### src/design/zx_bus_pkg.sv
package zx_bus_pkg;

	////////////////////////////////////////////////////////////////////////////
	// Z80 bus widths
	////////////////////////////////////////////////////////////////////////////

	// cpu address
	typedef logic [15:0] z_addr_t;

	// cpu data byte
	typedef logic [7:0] z_data_t;

	////////////////////////////////////////////////////////////////////////////
	// I/O ports and strobe sampling
	////////////////////////////////////////////////////////////////////////////

	// low byte of the pager port
	// window number sits in address bits 15 and 14
	localparam logic [7:0] PAGER_PORT_LO = 8'hf7;

	// flops per strobe before edge detection
	localparam int SYNC_STAGES = 2;

endpackage

### src/design/zx_mem_pkg.sv
package zx_mem_pkg;

	////////////////////////////////////////////////////////////////////////////
	// paged memory side
	////////////////////////////////////////////////////////////////////////////

	// 2M byte space, page number above window offset
	typedef logic [20:0] mem_addr_t;

	// bit 7 set for ram, bits 6..0 page number
	typedef logic [7:0] page_t;

	// window index, from cpu address bits 15..14
	typedef logic [1:0] window_t;

	// offset inside a 16k window
	typedef logic [13:0] offset_t;

	// rom 0, ram 5, ram 2, ram 0
	localparam page_t RESET_PAGES [4] = '{8'h00, 8'h85, 8'h82, 8'h80};

	////////////////////////////////////////////////////////////////////////////
	// access sequencer
	////////////////////////////////////////////////////////////////////////////

	typedef enum logic [1:0] {
		st_idle,
		st_request,
		st_release,
		st_hold
	} mem_state_t;

endpackage

### src/design/z80_cycle_if.sv
interface z80_cycle_if;
	import zx_bus_pkg::*;

	// single cycle start pulses in the fclk domain
	logic    mem_rd_start;
	logic    mem_wr_start;
	logic    io_wr_start;

	// active strobe went back high
	logic    cyc_end;

	// sampled together with the strobes
	z_addr_t addr;
	z_data_t wdata;

	modport src (
		output mem_rd_start, mem_wr_start, io_wr_start, cyc_end, addr, wdata
	);

	modport pager (
		input io_wr_start, addr, wdata
	);

	modport seq (
		input mem_rd_start, mem_wr_start, cyc_end, addr, wdata
	);

endinterface

### src/design/z80_bus_sync.sv
module z80_bus_sync (
	input  logic                fclk,
	input  logic                rst_n,
	input  zx_bus_pkg::z_addr_t za,
	input  zx_bus_pkg::z_data_t zd_in,
	input  logic                mreq_n,
	input  logic                iorq_n,
	input  logic                rd_n,
	input  logic                wr_n,
	z80_cycle_if.src            cyc
);
	import zx_bus_pkg::*;

	// strobe order mreq, iorq, rd, wr
	logic [3:0] stb_sync [SYNC_STAGES];
	z_addr_t    addr_sync [SYNC_STAGES];
	z_data_t    data_sync [SYNC_STAGES];
	logic [3:0] stb;
	logic       mem_rd_act;
	logic       mem_wr_act;
	logic       io_wr_act;
	logic [2:0] act_q;

	always_ff @(posedge fclk)
	begin
		if (!rst_n)
		begin
			for (int i = 0; i < SYNC_STAGES; i++)
				stb_sync[i] <= '1;
		end
		else
		begin
			stb_sync[0] <= {mreq_n, iorq_n, rd_n, wr_n};
			for (int i = 1; i < SYNC_STAGES; i++)
				stb_sync[i] <= stb_sync[i-1];
		end
	end

	// same depth as the strobes, so addr and data line up with the pulses
	always_ff @(posedge fclk)
	begin
		addr_sync[0] <= za;
		data_sync[0] <= zd_in;
		for (int i = 1; i < SYNC_STAGES; i++)
		begin
			addr_sync[i] <= addr_sync[i-1];
			data_sync[i] <= data_sync[i-1];
		end
		cyc.addr  <= addr_sync[SYNC_STAGES-1];
		cyc.wdata <= data_sync[SYNC_STAGES-1];
	end

	assign stb        = stb_sync[SYNC_STAGES-1];
	assign mem_rd_act = !stb[3] && !stb[1];
	assign mem_wr_act = !stb[3] && !stb[0];
	assign io_wr_act  = !stb[2] && !stb[0];

	// edge register
	always_ff @(posedge fclk)
	begin
		if (!rst_n)
		begin
			act_q            <= '0;
			cyc.mem_rd_start <= 1'b0;
			cyc.mem_wr_start <= 1'b0;
			cyc.io_wr_start  <= 1'b0;
			cyc.cyc_end      <= 1'b0;
		end
		else
		begin
			act_q            <= {mem_rd_act, mem_wr_act, io_wr_act};
			cyc.mem_rd_start <= mem_rd_act && !act_q[2];
			cyc.mem_wr_start <= mem_wr_act && !act_q[1];
			cyc.io_wr_start  <= io_wr_act && !act_q[0];
			cyc.cyc_end      <= (|act_q) && !(mem_rd_act || mem_wr_act || io_wr_act);
		end
	end

	// the cpu runs one kind of cycle at a time
	a_one_start: assert property (@(posedge fclk) disable iff (!rst_n)
		$onehot0({cyc.mem_rd_start, cyc.mem_wr_start, cyc.io_wr_start}));

endmodule

### src/design/window_pager.sv
module window_pager (
	input  logic                  fclk,
	input  logic                  rst_n,
	z80_cycle_if.pager            cyc,
	output zx_mem_pkg::mem_addr_t mem_addr,
	output logic                  rom
);
	import zx_bus_pkg::*;
	import zx_mem_pkg::*;

	page_t   pages [4];
	window_t wr_win;
	window_t rd_win;
	offset_t offset;
	page_t   cur_page;
	logic    port_hit;

	////////////////////////////////////////////////////////////////////////////
	// page registers
	////////////////////////////////////////////////////////////////////////////

	assign port_hit = cyc.addr[7:0] == PAGER_PORT_LO;

	// high address byte of the OUT picks the window
	assign wr_win = cyc.addr[15:14];

	always_ff @(posedge fclk)
	begin
		if (!rst_n)
		begin
			pages <= RESET_PAGES;
		end
		else if (cyc.io_wr_start && port_hit)
		begin
			pages[wr_win] <= cyc.wdata;
		end
	end

	////////////////////////////////////////////////////////////////////////////
	// address translation
	////////////////////////////////////////////////////////////////////////////

	assign rd_win   = cyc.addr[15:14];
	assign offset   = cyc.addr[13:0];
	assign cur_page = pages[rd_win];

	// page number on top of the window offset
	assign mem_addr = {cur_page[6:0], offset};

	// bit 7 clear selects rom
	assign rom = !cur_page[7];

endmodule

### src/design/mem_cycle.sv
module mem_cycle (
	input  logic                  fclk,
	input  logic                  rst_n,
	z80_cycle_if.seq              cyc,
	input  zx_mem_pkg::mem_addr_t map_addr,
	input  logic                  map_rom,
	output logic                  mem_req,
	input  logic                  mem_ack,
	output zx_mem_pkg::mem_addr_t mem_addr,
	output logic                  mem_rnw,
	output zx_bus_pkg::z_data_t   mem_wdata,
	input  zx_bus_pkg::z_data_t   mem_rdata,
	output logic                  mem_rom,
	output logic                  wait_n,
	output zx_bus_pkg::z_data_t   zd_out,
	output logic                  zd_oe
);
	import zx_mem_pkg::*;

	mem_state_t state;
	logic       go;

	// rom writes are dropped here
	assign go = (state == st_idle) &&
		(cyc.mem_rd_start || (cyc.mem_wr_start && !map_rom));

	always_ff @(posedge fclk)
	begin
		if (!rst_n)
		begin
			state   <= st_idle;
			mem_req <= 1'b0;
			mem_rnw <= 1'b1;
			wait_n  <= 1'b1;
			zd_oe   <= 1'b0;
		end
		else
		begin
			case (state)
				st_idle:
				begin
					if (go)
					begin
						state   <= st_request;
						mem_req <= 1'b1;
						mem_rnw <= cyc.mem_rd_start;
						wait_n  <= 1'b0;
					end
				end
				st_request:
				begin
					if (mem_ack)
					begin
						state   <= st_release;
						mem_req <= 1'b0;
					end
				end
				st_release:
				begin
					// ack low again, the cpu may go on
					if (!mem_ack)
					begin
						state  <= st_hold;
						wait_n <= 1'b1;
						zd_oe  <= mem_rnw;
					end
				end
				st_hold:
				begin
					if (cyc.cyc_end)
					begin
						state <= st_idle;
						zd_oe <= 1'b0;
					end
				end
				default: state <= st_idle;
			endcase
		end
	end

	always_ff @(posedge fclk)
	begin
		if (go)
		begin
			mem_addr  <= map_addr;
			mem_rom   <= map_rom;
			mem_wdata <= cyc.wdata;
		end
		// read data valid together with ack
		if (state == st_request && mem_ack && mem_rnw)
			zd_out <= mem_rdata;
	end

	a_req_held: assert property (@(posedge fclk) disable iff (!rst_n)
		mem_req && !mem_ack |=> mem_req);

	a_addr_stable: assert property (@(posedge fclk) disable iff (!rst_n)
		mem_req |=> !mem_req || $stable(mem_addr));

endmodule

### src/design/zx_mem_top.sv
module zx_mem_top (
	input  logic                  fclk,
	input  logic                  rst_n,
	input  zx_bus_pkg::z_addr_t   za,
	input  zx_bus_pkg::z_data_t   zd_in,
	output zx_bus_pkg::z_data_t   zd_out,
	output logic                  zd_oe,
	input  logic                  mreq_n,
	input  logic                  iorq_n,
	input  logic                  rd_n,
	input  logic                  wr_n,
	output logic                  wait_n,
	output logic                  mem_req,
	input  logic                  mem_ack,
	output zx_mem_pkg::mem_addr_t mem_addr,
	output logic                  mem_rnw,
	output zx_bus_pkg::z_data_t   mem_wdata,
	input  zx_bus_pkg::z_data_t   mem_rdata,
	output logic                  mem_rom
);
	import zx_mem_pkg::*;

	mem_addr_t map_addr;
	logic      map_rom;

	z80_cycle_if cyc ();

	z80_bus_sync i_z80_bus_sync (
		.fclk(fclk), .rst_n(rst_n), .za(za), .zd_in(zd_in),
		.mreq_n(mreq_n), .iorq_n(iorq_n), .rd_n(rd_n), .wr_n(wr_n),
		.cyc(cyc.src)
	);

	window_pager i_window_pager (
		.fclk(fclk), .rst_n(rst_n), .cyc(cyc.pager),
		.mem_addr(map_addr), .rom(map_rom)
	);

	mem_cycle i_mem_cycle (
		.fclk(fclk), .rst_n(rst_n), .cyc(cyc.seq),
		.map_addr(map_addr), .map_rom(map_rom),
		.mem_req(mem_req), .mem_ack(mem_ack), .mem_addr(mem_addr),
		.mem_rnw(mem_rnw), .mem_wdata(mem_wdata), .mem_rdata(mem_rdata),
		.mem_rom(mem_rom), .wait_n(wait_n), .zd_out(zd_out), .zd_oe(zd_oe)
	);

endmodule

### config.mk
export PLATFORM = sky130hd
export DESIGN_NAME = zx_mem_top
export DESIGN_NICKNAME = d
export VERILOG_FILES = /design/src/design/zx_bus_pkg.sv /design/src/design/zx_mem_pkg.sv /design/src/design/z80_cycle_if.sv /design/src/design/z80_bus_sync.sv /design/src/design/window_pager.sv /design/src/design/mem_cycle.sv /design/src/design/zx_mem_top.sv
export SDC_FILE = /design/constraint.sdc
export NUM_CORES = 1
export LEC_CHECK = 0
export BUFFER_PORTS_ARGS = -buffer_cell sky130_fd_sc_hd__buf_4
export CAP_MARGIN = 20
export CORE_ASPECT_RATIO = 0.5
export CORE_MARGIN = 4
export CORE_UTILIZATION = 35
export CTS_CLUSTER_DIAMETER = 50
export DETAILED_ROUTE_END_ITERATION = 8
export SYNTH_ARGS = -nofsm -noshare
export SYNTH_HDL_FRONTEND = slang
export SYNTH_SLANG_ARGS = --single-unit
### constraint.sdc
create_clock -name fclk -period 2.9 [get_ports fclk]
set_clock_uncertainty 0.2 [all_clocks]
set_input_delay 0 -clock fclk [delete_from_list [all_inputs] [get_ports fclk]]
set_output_delay 0 -clock fclk [all_outputs]
set_load 0.05 [all_outputs]
==> metrics.txt, run 1 <==
final worst path period share 0.823; Crit. Startpoint i_z80_bus_sync.cyc.addr[15]; share of layout cells above drive strength 1 0.277; Finish-stage setup viols 0; Max FO, Critical Path 6; LEAKAGE 2.74 nW; Core Area 13600 um^2; clk_lat worst skew 0.42 ns; first-pass GRT wire length 14100 um; post-synth top area cell dfxtp_1; Die Footprint 16000 um^2; Resized cells post-CTS 0; TritonRoute pass-1 iters 5; synthesized instance count 327; initial antenna violation count 0; Slowest cell on crit path dlygate4sd3_1; RSZ-0062 raised after global routing false; stages on the worst setup path 5; Synth Flop Type dfxtp_1; Setup TNS 0 ns; PwrDens 732 nW/um^2; critical path arrival 2.48 ns; VDD IR-drop max 0.000399 V; grt ovf 0; final core occ 0.491; Critical R2R Capture i_mem_cycle.mem_req; largest net degree at the start of global routing 54; worst-path cell chain mux2_2, a221oi_4, nand2b_2, o32ai_1, dlygate4sd3_1; worst hold start zd_in[0]; # rows 30; height of the die 91.4 um; gr usage total 0.114; Fill cells 1206; EDFF count, synth 38; Worst setup SP type flop; status completed; Hold Violations, Final 0; Seq/Total Area, Yosys 0.749; Mapped Area 4870 um^2; Final nets 504; min Tclk post-route 2.39 ns; max cap viols 0; Worst R2R Path Depth 5; flop and latch count out of synthesis 163; RR Startpoint i_z80_bus_sync.cyc.addr[15]; crit path capture type flop; crit path capture i_mem_cycle.mem_req; Synth cell types 37; Die X 175 um; WL per Instance 13.1 um; CP Class reg2reg; post-synth top area share 0.514; Post-synth ARST share 0; DR vias 2793; # diodes 0; slew margin rel. 0.633; WP buf/inv 1; Top Ports 81; synth top area cells dfxtp_1 51%, edfxtp_1 23%, mux2i_1 7.0%; total clock sinks 163; Reg clk slew, reported paths 0.06 ns; Ys Warns 0; Num CTS Buffers 17; Clock Root Buffer clkbuf_16; 1st-iter DRT viols 90; Max Transition Viols Final 0; CP peak stage delay 0.58 ns; final HPWL from detailed placement 5570 um; drc violations 0; worst-case clock buffer depth 2; Via density 4.20; worst hold path type in2reg; CTS tree yes; number of global-route vias before repair 2735; Net Count, Synth 371; Worst Path Required 2.99 ns; H-tree depth 4; Max Clk Rate 0.419 GHz; crit-path leading delay family buffers and inverters; Worst R2R Setup Slack 0.51 ns; worst-margin pin slew 0.550 ns; Syn Area/Cell 14.9 um^2; RePlAce Congestion 0.728; Port Buf Inserts 80; Starting Density 0.358; Layout area overhead 37.2%; total wire length 8690 um; Antenna Nets Post-Route 0
[what timing repair did]
| item | in CTS | in global routing |
|---|---|---|
| hold buffers | 43 | 0 |
| setup buffers | 0 | 0 |
| endpoints found under the hold margin | 78 | 0 |
[placed cells by master (no fill, tap or decap), types with 5 or more instances in the layout]
| cell type | count |
|---|---|
| buf_4 | 83 |
| nor3_1 | 6 |
| inv_6 | 7 |
| nand2b_1 | 10 |
| edfxtp_1 | 38 |
| inv_1 | 5 |
| nor2_1 | 9 |
| mux2i_1 | 34 |
| mux4_2 | 7 |
| clkbuf_16 | 17 |
| dfxtp_1 | 125 |
| nand2_1 | 42 |
| ha_1 | 5 |
| dlygate4sd3_1 | 43 |
[per-layer routing]
layer,global-route usage,vias up,routed length [um]
li1,-,1404,-
met1,0.150,1319,4300
met2,0.177,58,3970
met3,0.0316,12,294
met4,0.0509,0,123
met5,0,-,0
[through the flow]
stage	instances	cell area [um^2]	hold WS, ns	setup slack [ns]	power (W)
after floorplan	327	4870	-0.172	0.755	0.00263
after global placement	590	5660	-0.0952	0.708	0.00271
after detailed placement	590	5660	-0.0944	0.684	0.00272
after CTS	665	6680	0.00339	0.512	0.00494
after global routing	665	6680	0.0202	0.402	0.00508
final	665	6680	0.0200	0.512	0.00489
[state kept, by name (all words and copies together) (netlist names)]
register                         cells
i_mem_cycle.state                    2
i_mem_cycle.mem_addr                21
i_window_pager.pages                32
i_z80_bus_sync.act_q                 3
i_mem_cycle.zd_out                   8
i_mem_cycle.mem_req                  1
i_z80_bus_sync.cyc.addr             16
i_z80_bus_sync.cyc.mem_wr_start      1
i_z80_bus_sync.stb_sync              8
i_z80_bus_sync.cyc.wdata             8
i_mem_cycle.zd_oe                    1
i_z80_bus_sync.cyc.io_wr_start       1
i_mem_cycle.mem_rom                  1
i_z80_bus_sync.cyc.mem_rd_start      1
i_mem_cycle.mem_rnw                  1
i_mem_cycle.mem_wdata                8
i_z80_bus_sync.addr_sync            32
i_z80_bus_sync.data_sync            16
i_mem_cycle.wait_n                   1
i_z80_bus_sync.cyc.cyc_end           1
[synth_stat cells, types with 2 or more instances]
cell	instances
nand2b_1	10
inv_1	5
nand3_1	2
o31a_1	3
mux2i_1	34
edfxtp_1	38
clkbuf_1	7
a21oi_1	3
nand4b_1	3
nand2_1	42
buf_2	2
mux4_2	7
nand2b_2	2
ha_1	5
dfxtp_1	125
o21ai_0	3
buf_6	2
nor3_1	6
and2_1	2
nor2_1	9
[how the worst min path moves through the flow]
stage	endpoint	slack, ns	cells after the start
6_report	i_z80_bus_sync.data_sync[0][0]	0.02	2
3_5_place_dp	i_z80_bus_sync.addr_sync[0][5]	-0.09	1
3_3_place_gp	i_z80_bus_sync.data_sync[0][6]	-0.1	1
2_1_floorplan	i_z80_bus_sync.addr_sync[0][0]	-0.17	0
5_1_grt	i_z80_bus_sync.addr_sync[0][13]	0.02	2
4_1_cts	i_z80_bus_sync.addr_sync[0][9]	0.003	2
[layout make-up]
class                   instances  area [um^2]  share of cell area
inverters                       5         18.8             0.00281
multi-input cells             147         1140               0.170
flip-flops and latches        163         3640               0.546
repair buffers                126         1050               0.158
well taps                     192          240              0.0360
clock buffers                  17          425              0.0637
clock inverters                15          159              0.0238
[power breakdown]
part | internal [W] | switching [W]
combinational | 0.000130 | 0.000146
clock | 0.00122 | 0.000951
sequential | 0.00240 | 0.0000320
total | 0.00376 | 0.00113
[cells by family (layout without fill, tap and decap cells)]
group / count (synthesis) / after routing / synth area share
adder cells (fa/ha/maj): 5 / 5 / 0.0129
buffers and inverters: 17 / 163 / 0.0175
AND/OR/NAND/NOR: 83 / 83 / 0.0854
AO/OA/AOI/OAI: 16 / 16 / 0.0278
flip-flops: 163 / 163 / 0.749
multiplexers: 43 / 43 / 0.108
(Power assumes the default switching activity.)
==> run 2: changes to the inputs <==
--- a/config.mk
+++ b/config.mk
@@ -5,6 +5,7 @@
 export SDC_FILE = /design/constraint.sdc
 export NUM_CORES = 1
 export LEC_CHECK = 0
+export ABC_AREA = 1
 export BUFFER_PORTS_ARGS = -buffer_cell sky130_fd_sc_hd__buf_4
 export CAP_MARGIN = 20
 export CORE_ASPECT_RATIO = 0.5
==> constraint.sdc (replaced) <==
create_clock -name fclk -period 2.35 [get_ports fclk]
set_clock_uncertainty 0.2 [all_clocks]
set_input_delay 0 -clock fclk [delete_from_list [all_inputs] [get_ports fclk]]
set_output_delay 0 -clock fclk [all_outputs]
set_load 0.05 [all_outputs]
==> run 2 against run 1 <==
  * Global-route usage up 0.57 points
  * Sequential power up 25%
  * Sequential cell count unchanged
  * Power up 24%
  * Cell count up 7.7%
  * Die area down 1.9%
  * Synthesized cell count up 21%
  * Synthesized area down 2.1%
  * Sequential share of layout area up 1.3 points
  * Critical endpoint unchanged
  * Largest cell class unchanged
==> metrics.txt, run 2 <==
final worst path period share 0.881; largest net degree at the start of global routing 38; crit-path leading delay family buffers and inverters; Most Used Layer, Global Route met2; VDD IR-drop max 0.000456 V; internal power 0.00458 W; Port Buf Inserts 80; Max FO, Critical Path 6; DP Area 5590 um^2; cell mode on critical path nand2_1; Finish-stage setup viols 0; RSZ-0062 raised after global routing false; 1st-iter DRT viols 214; final HPWL from detailed placement 5820 um; fin area 6530 um^2; Ys Warns 0; WP buf/inv 2; Max Clk Rate 0.483 GHz; synth top area cells dfxtp_1 53%, edfxtp_1 24%, nor2_1 5.0%; CP peak stage delay 0.56 ns; CTS tree yes; sequential share of power 0.500; grt ovf 0; RePlAce Congestion 0.758; gr usage total 0.120; Layout area overhead 36.9%; CP Class reg2reg; post-synth top area share 0.525; Die Footprint 15700 um^2; M2 GR Usage 0.181; postcts setup bufs 0; total clock sinks 163; most frequent cells in the layout 125 x dfxtp_1, 84 x buf_4, 63 x nor2_1, 53 x nand2_1, 39 x dlygate4sd3_1; flop and latch count out of synthesis 163; EDFF count, synth 38; Net Count, Synth 440; status completed; slew margin rel. 0.559; switching power 0.00150 W; area occupied by multi-input gates 1010 um^2; met1 Use GR 0.158; Num CTS Buffers 17; height of the die 90.5 um; Synth cell types 23; Final nets 577; top cells by count, synth 125 x dfxtp_1, 63 x nor2_1, 53 x nand2_1; register area 3640 um^2; first-pass GRT wire length 15100 um; TritonRoute pass-1 iters 4; worst-margin pin slew 0.659 ns; Core Area 13000 um^2; Worst setup SP type flop; initial antenna violation count 0; clock share of power 0.418; # rows 29; final setup margin 0.280 ns; Clock Root Buffer clkbuf_16; Reg clk slew, reported paths 0.07 ns; largest registers i_window_pager.pages (32), i_z80_bus_sync.addr_sync (32), i_mem_cycle.mem_addr (21); worst-path cell chain inv_2, nand2_1, nand2_1, nand2_1, nand2_1, nand2_1, nand3_2, nand3_1, nand2_1, dlygate4sd3_1, a21oi_1; Post-synth ARST share 0; Starting Density 0.367; LEAKAGE 2.81 nW; max cap viols 0; top-count cell post-synth dfxtp_1; worst-case clock buffer depth 2; Top Ports 81; # diodes 0; Die X 173 um; drc violations 0; PwrDens 931 nW/um^2; crit path capture type flop; total wire length 9000 um; Worst Path Required 2.50 ns; Hold Violations, Final 0; Fill cells 1135; worst hold path type in2reg; Mapped Area 4770 um^2; synthesized instance count 396; Comb power frac 0.082; Max Transition Viols Final 0; WL per Instance 12.6 um; number of global-route vias before repair 2943; power consumption 0.00608 W; Via density 4.32; H-tree depth 4; Synth Flop Type dfxtp_1; worst slack, placed 0.528 ns; Slowest cell on crit path dlygate4sd3_1; Fin Hold WS 0.0199 ns; switching power share of the total 0.247; critical path arrival 2.22 ns; share of layout cells above drive strength 1 0.256; Setup TNS 0 ns; min Tclk post-route 2.07 ns; clk_lat worst skew 0.41 ns; leading cell type in the layout, fill and taps excluded dfxtp_1; Antenna Nets Post-Route 0; met3 Use GR 0.0410; post-synth top area cell dfxtp_1; Seq/Total Area, Yosys 0.765; DR vias 3094; Syn Area/Cell 12.0 um^2
-- run 2: metrics by stage --
stage / cells / utilization
finish: 716 / 0.502
global route: 716 / 0.502
CTS: 716 / 0.502
detailed placement: 645 / 0.430
global placement: 645 / 0.430
floorplan: 396 / -
-- run 2: worst paths after layout --
path | depth (start not counted) | endpoint | start | slack, ns
worst min-delay path | 2 | i_z80_bus_sync.addr_sync[0][9] | za[9] | 0.02
worst min register to register | 0 | i_z80_bus_sync.cyc.wdata[2] | i_z80_bus_sync.data_sync[1][2] | 0.13
worst max register to register | 11 | i_mem_cycle.mem_req | i_z80_bus_sync.cyc.addr[14] | 0.28
worst max-delay path | 11 | i_mem_cycle.mem_req | i_z80_bus_sync.cyc.addr[14] | 0.28
-- run 2: layout make-up --
class                           instances  area share
Clock buffer                           19      0.0663
Clock inverter                         13      0.0174
Inverter                               23      0.0134
Multi-Input combinational cell        205       0.155
Sequential cell                       163       0.558
Tap cell                              170      0.0326
Timing Repair Buffer                  123       0.156
-- run 2: logic make-up (layout without fill, tap and decap cells) --
kind of cell | after synthesis | count (layout) | share of synthesized area
buf+inv | 28 | 178 | 0.0226
compound gates | 40 | 40 | 0.0467
simple gates | 160 | 160 | 0.153
fa+ha+maj | 5 | 5 | 0.0131
flops | 163 | 163 | 0.765
-- run 2: metal layers --
| metal | wire, um | vias to the layer above | part of all wire |
|---|---|---|---|
| met1 | 4350 | 1428 | 0.48 |
| met3 | 463 | 16 | 0.051 |
| met2 | 4030 | 69 | 0.45 |
| met4 | 148 | 0 | 0.016 |
| met5 | 0 | - | 0 |
| li1 | - | 1581 | - |
-- run 2: repair_timing --
action                    4_1_cts  5_1_grt
gates resized for setup         0        0
hold endpoints to repair       81        0
hold buffers                   39        0
-- run 2: power by group through the flow --
| stage | registers, W | clock network [W] | logic, W |
|---|---|---|---|
| 2_1_floorplan | 0.00320 | 0 | 0.000187 |
| 3_5_place_dp | 0.00310 | 0 | 0.000445 |
| 6_report | 0.00304 | 0.00254 | 0.000496 |
| 5_1_grt | 0.00305 | 0.00276 | 0.000544 |
| 4_1_cts | 0.00304 | 0.00261 | 0.000499 |
| 3_3_place_gp | 0.00310 | 0 | 0.000441 |
==> run 3: changes to the inputs <==
--- a/config.mk
+++ b/config.mk
@@ -13,6 +13,8 @@
 export CORE_UTILIZATION = 35
 export CTS_CLUSTER_DIAMETER = 50
 export DETAILED_ROUTE_END_ITERATION = 8
+export PLACE_DENSITY_LB_ADDON = 0.3
 export SYNTH_ARGS = -nofsm -noshare
 export SYNTH_HDL_FRONTEND = slang
 export SYNTH_SLANG_ARGS = --single-unit
+export TNS_END_PERCENT = 100
==> run 3 against run 2 <==
  * Largest cell class unchanged
  * Sequential cell count did not move
  * Register-to-register slack better by 0.02 ns
  * Non-clock buffer count unchanged
  * Clock power about the same
  * Critical endpoint unchanged
==> metrics.txt, run 3 (synthesis results as in run 2) <==
status completed; clk_lat worst skew 0.42 ns; worst hold path type in2reg; final worst path period share 0.875; Clock Root Buffer clkbuf_16; CP Class reg2reg; largest registers i_window_pager.pages (32), i_z80_bus_sync.addr_sync (32), i_mem_cycle.mem_addr (21); cell mode on critical path nand2_1; Via density 4.28; H-tree depth 4; grt ovf 0; Port Buf Inserts 80; Starting Density 0.367; worst-margin pin slew 0.610 ns; worst-case clock buffer depth 2; power consumption 0.00610 W; Num CTS Buffers 17; Resized cells post-CTS 0; VDD IR-drop max 0.000398 V; Die Footprint 15700 um^2; max cap viols 0; Layout area overhead 37.1%; Die X 173 um; Max Clk Rate 0.487 GHz; crit path capture type flop; worst-path cell chain inv_2, nand2_1, nand2_1, nand2_1, nand2_1, nand2_1, nand3_2, nand3_1, nand2_1, dlygate4sd3_1, a21oi_1; Max Transition Viols Final 0; Slowest cell on crit path dlygate4sd3_1; min Tclk post-route 2.06 ns; DR vias 3063; drc violations 0; CP peak stage delay 0.57 ns; CTS tree yes; Max FO, Critical Path 6; 1st-iter DRT viols 222; Worst Path Required 2.50 ns; LEAKAGE 2.82 nW; Top Ports 81; Final nets 577; most frequent cells in the layout 125 x dfxtp_1, 84 x buf_4, 63 x nor2_1, 53 x nand2_1, 39 x dlygate4sd3_1; Antenna Nets Post-Route 0; height of the die 90.5 um; RePlAce Congestion 0.788; Worst R2R Path Depth 11; # rows 29; WL per Instance 12.4 um; # diodes 0; gr usage total 0.122; Finish-stage setup viols 0; Reg clk slew, reported paths 0.06 ns; largest net degree at the start of global routing 38; total wire length 8890 um; initial antenna violation count 0; Setup TNS 0 ns; total clock sinks 163; share of layout cells above drive strength 1 0.258; TritonRoute pass-1 iters 4; Worst setup SP type flop; number of global-route vias before repair 3057; worst hold path depth 2; RSZ-0062 raised after global routing false; Hold Violations, Final 0; critical path arrival 2.21 ns; Core Area 13000 um^2; PwrDens 934 nW/um^2; final HPWL from detailed placement 5690 um; slew margin rel. 0.592; leading cell type in the layout, fill and taps excluded dfxtp_1; first-pass GRT wire length 15200 um
-- run 3: cell count changes in the layout (fill, tap and decap cells not counted), sizes merged --
| cell | previous run | this run |
|---|---|---|
| inv | 32 | 33 |
| clkinvlp | 2 | 0 |
| clkinv | 2 | 3 |
-- run 3: worst max-delay path: cells and delay by family (launching register included) --
kind | cells | cell delay [ns]
simple gates | 8 | 0.61
flops | 1 | 0.43
compound gates | 1 | 0.10
buf+inv | 2 | 0.66
-- run 3: what timing repair did --
action,in CTS,in global routing
hold buffers,39,0
setup buffers,0,0
hold endpoints to repair,81,0
-- run 3: metrics by stage --
step | utilization | worst slack (ns) | area [um^2] | cells | hold slack (ns)
floorplan | - | 0.339 | 4770 | 396 | -0.172
global placement | 0.430 | 0.555 | 5590 | 645 | -0.0957
detailed placement | 0.430 | 0.541 | 5590 | 645 | -0.0944
CTS | 0.503 | 0.290 | 6530 | 716 | 0.00456
global route | 0.503 | 0.0700 | 6530 | 716 | 0.0118
finish | 0.503 | 0.295 | 6530 | 716 | 0.0177
-- run 3: path summary, 6_finish.rpt --
| check | startpoint | end | slack (ns) |
|---|---|---|---|
| setup / recovery | i_z80_bus_sync.cyc.addr[14] | i_mem_cycle.mem_req | 0.29 |
| hold / removal | zd_in[3] | i_z80_bus_sync.data_sync[0][3] | 0.02 |
| setup reg to reg | i_z80_bus_sync.cyc.addr[14] | i_mem_cycle.mem_req | 0.29 |
| hold reg to reg | i_z80_bus_sync.data_sync[1][2] | i_z80_bus_sync.cyc.wdata[2] | 0.13 |
-- run 3: per-layer routing --
layer / vias to the layer above / GRT usage / part of all wire
li1: 1579 / - / -
met4: 0 / 0.0577 / 0.015
met5: - / 0 / 0
met1: 1387 / 0.158 / 0.48
met3: 11 / 0.0351 / 0.054
met2: 86 / 0.189 / 0.45
-- run 3: report_power, final --
part	switching, W	leakage, nW	internal (W)
sequential	0.0000505	1.38	0.00299
combinational	0.000291	1.17	0.000200
clock	0.00116	0.279	0.00142
total	0.00150	2.82	0.00461
-- run 3: area by class of cell --
class	count	area [um^2]
multi-input combinational	205	1010
sequential	163	3640
inverter	23	87.6
tap	170	213
clock inverter	13	111
fill	1157	6460
timing repair buffer	123	1020
clock buffer	19	443
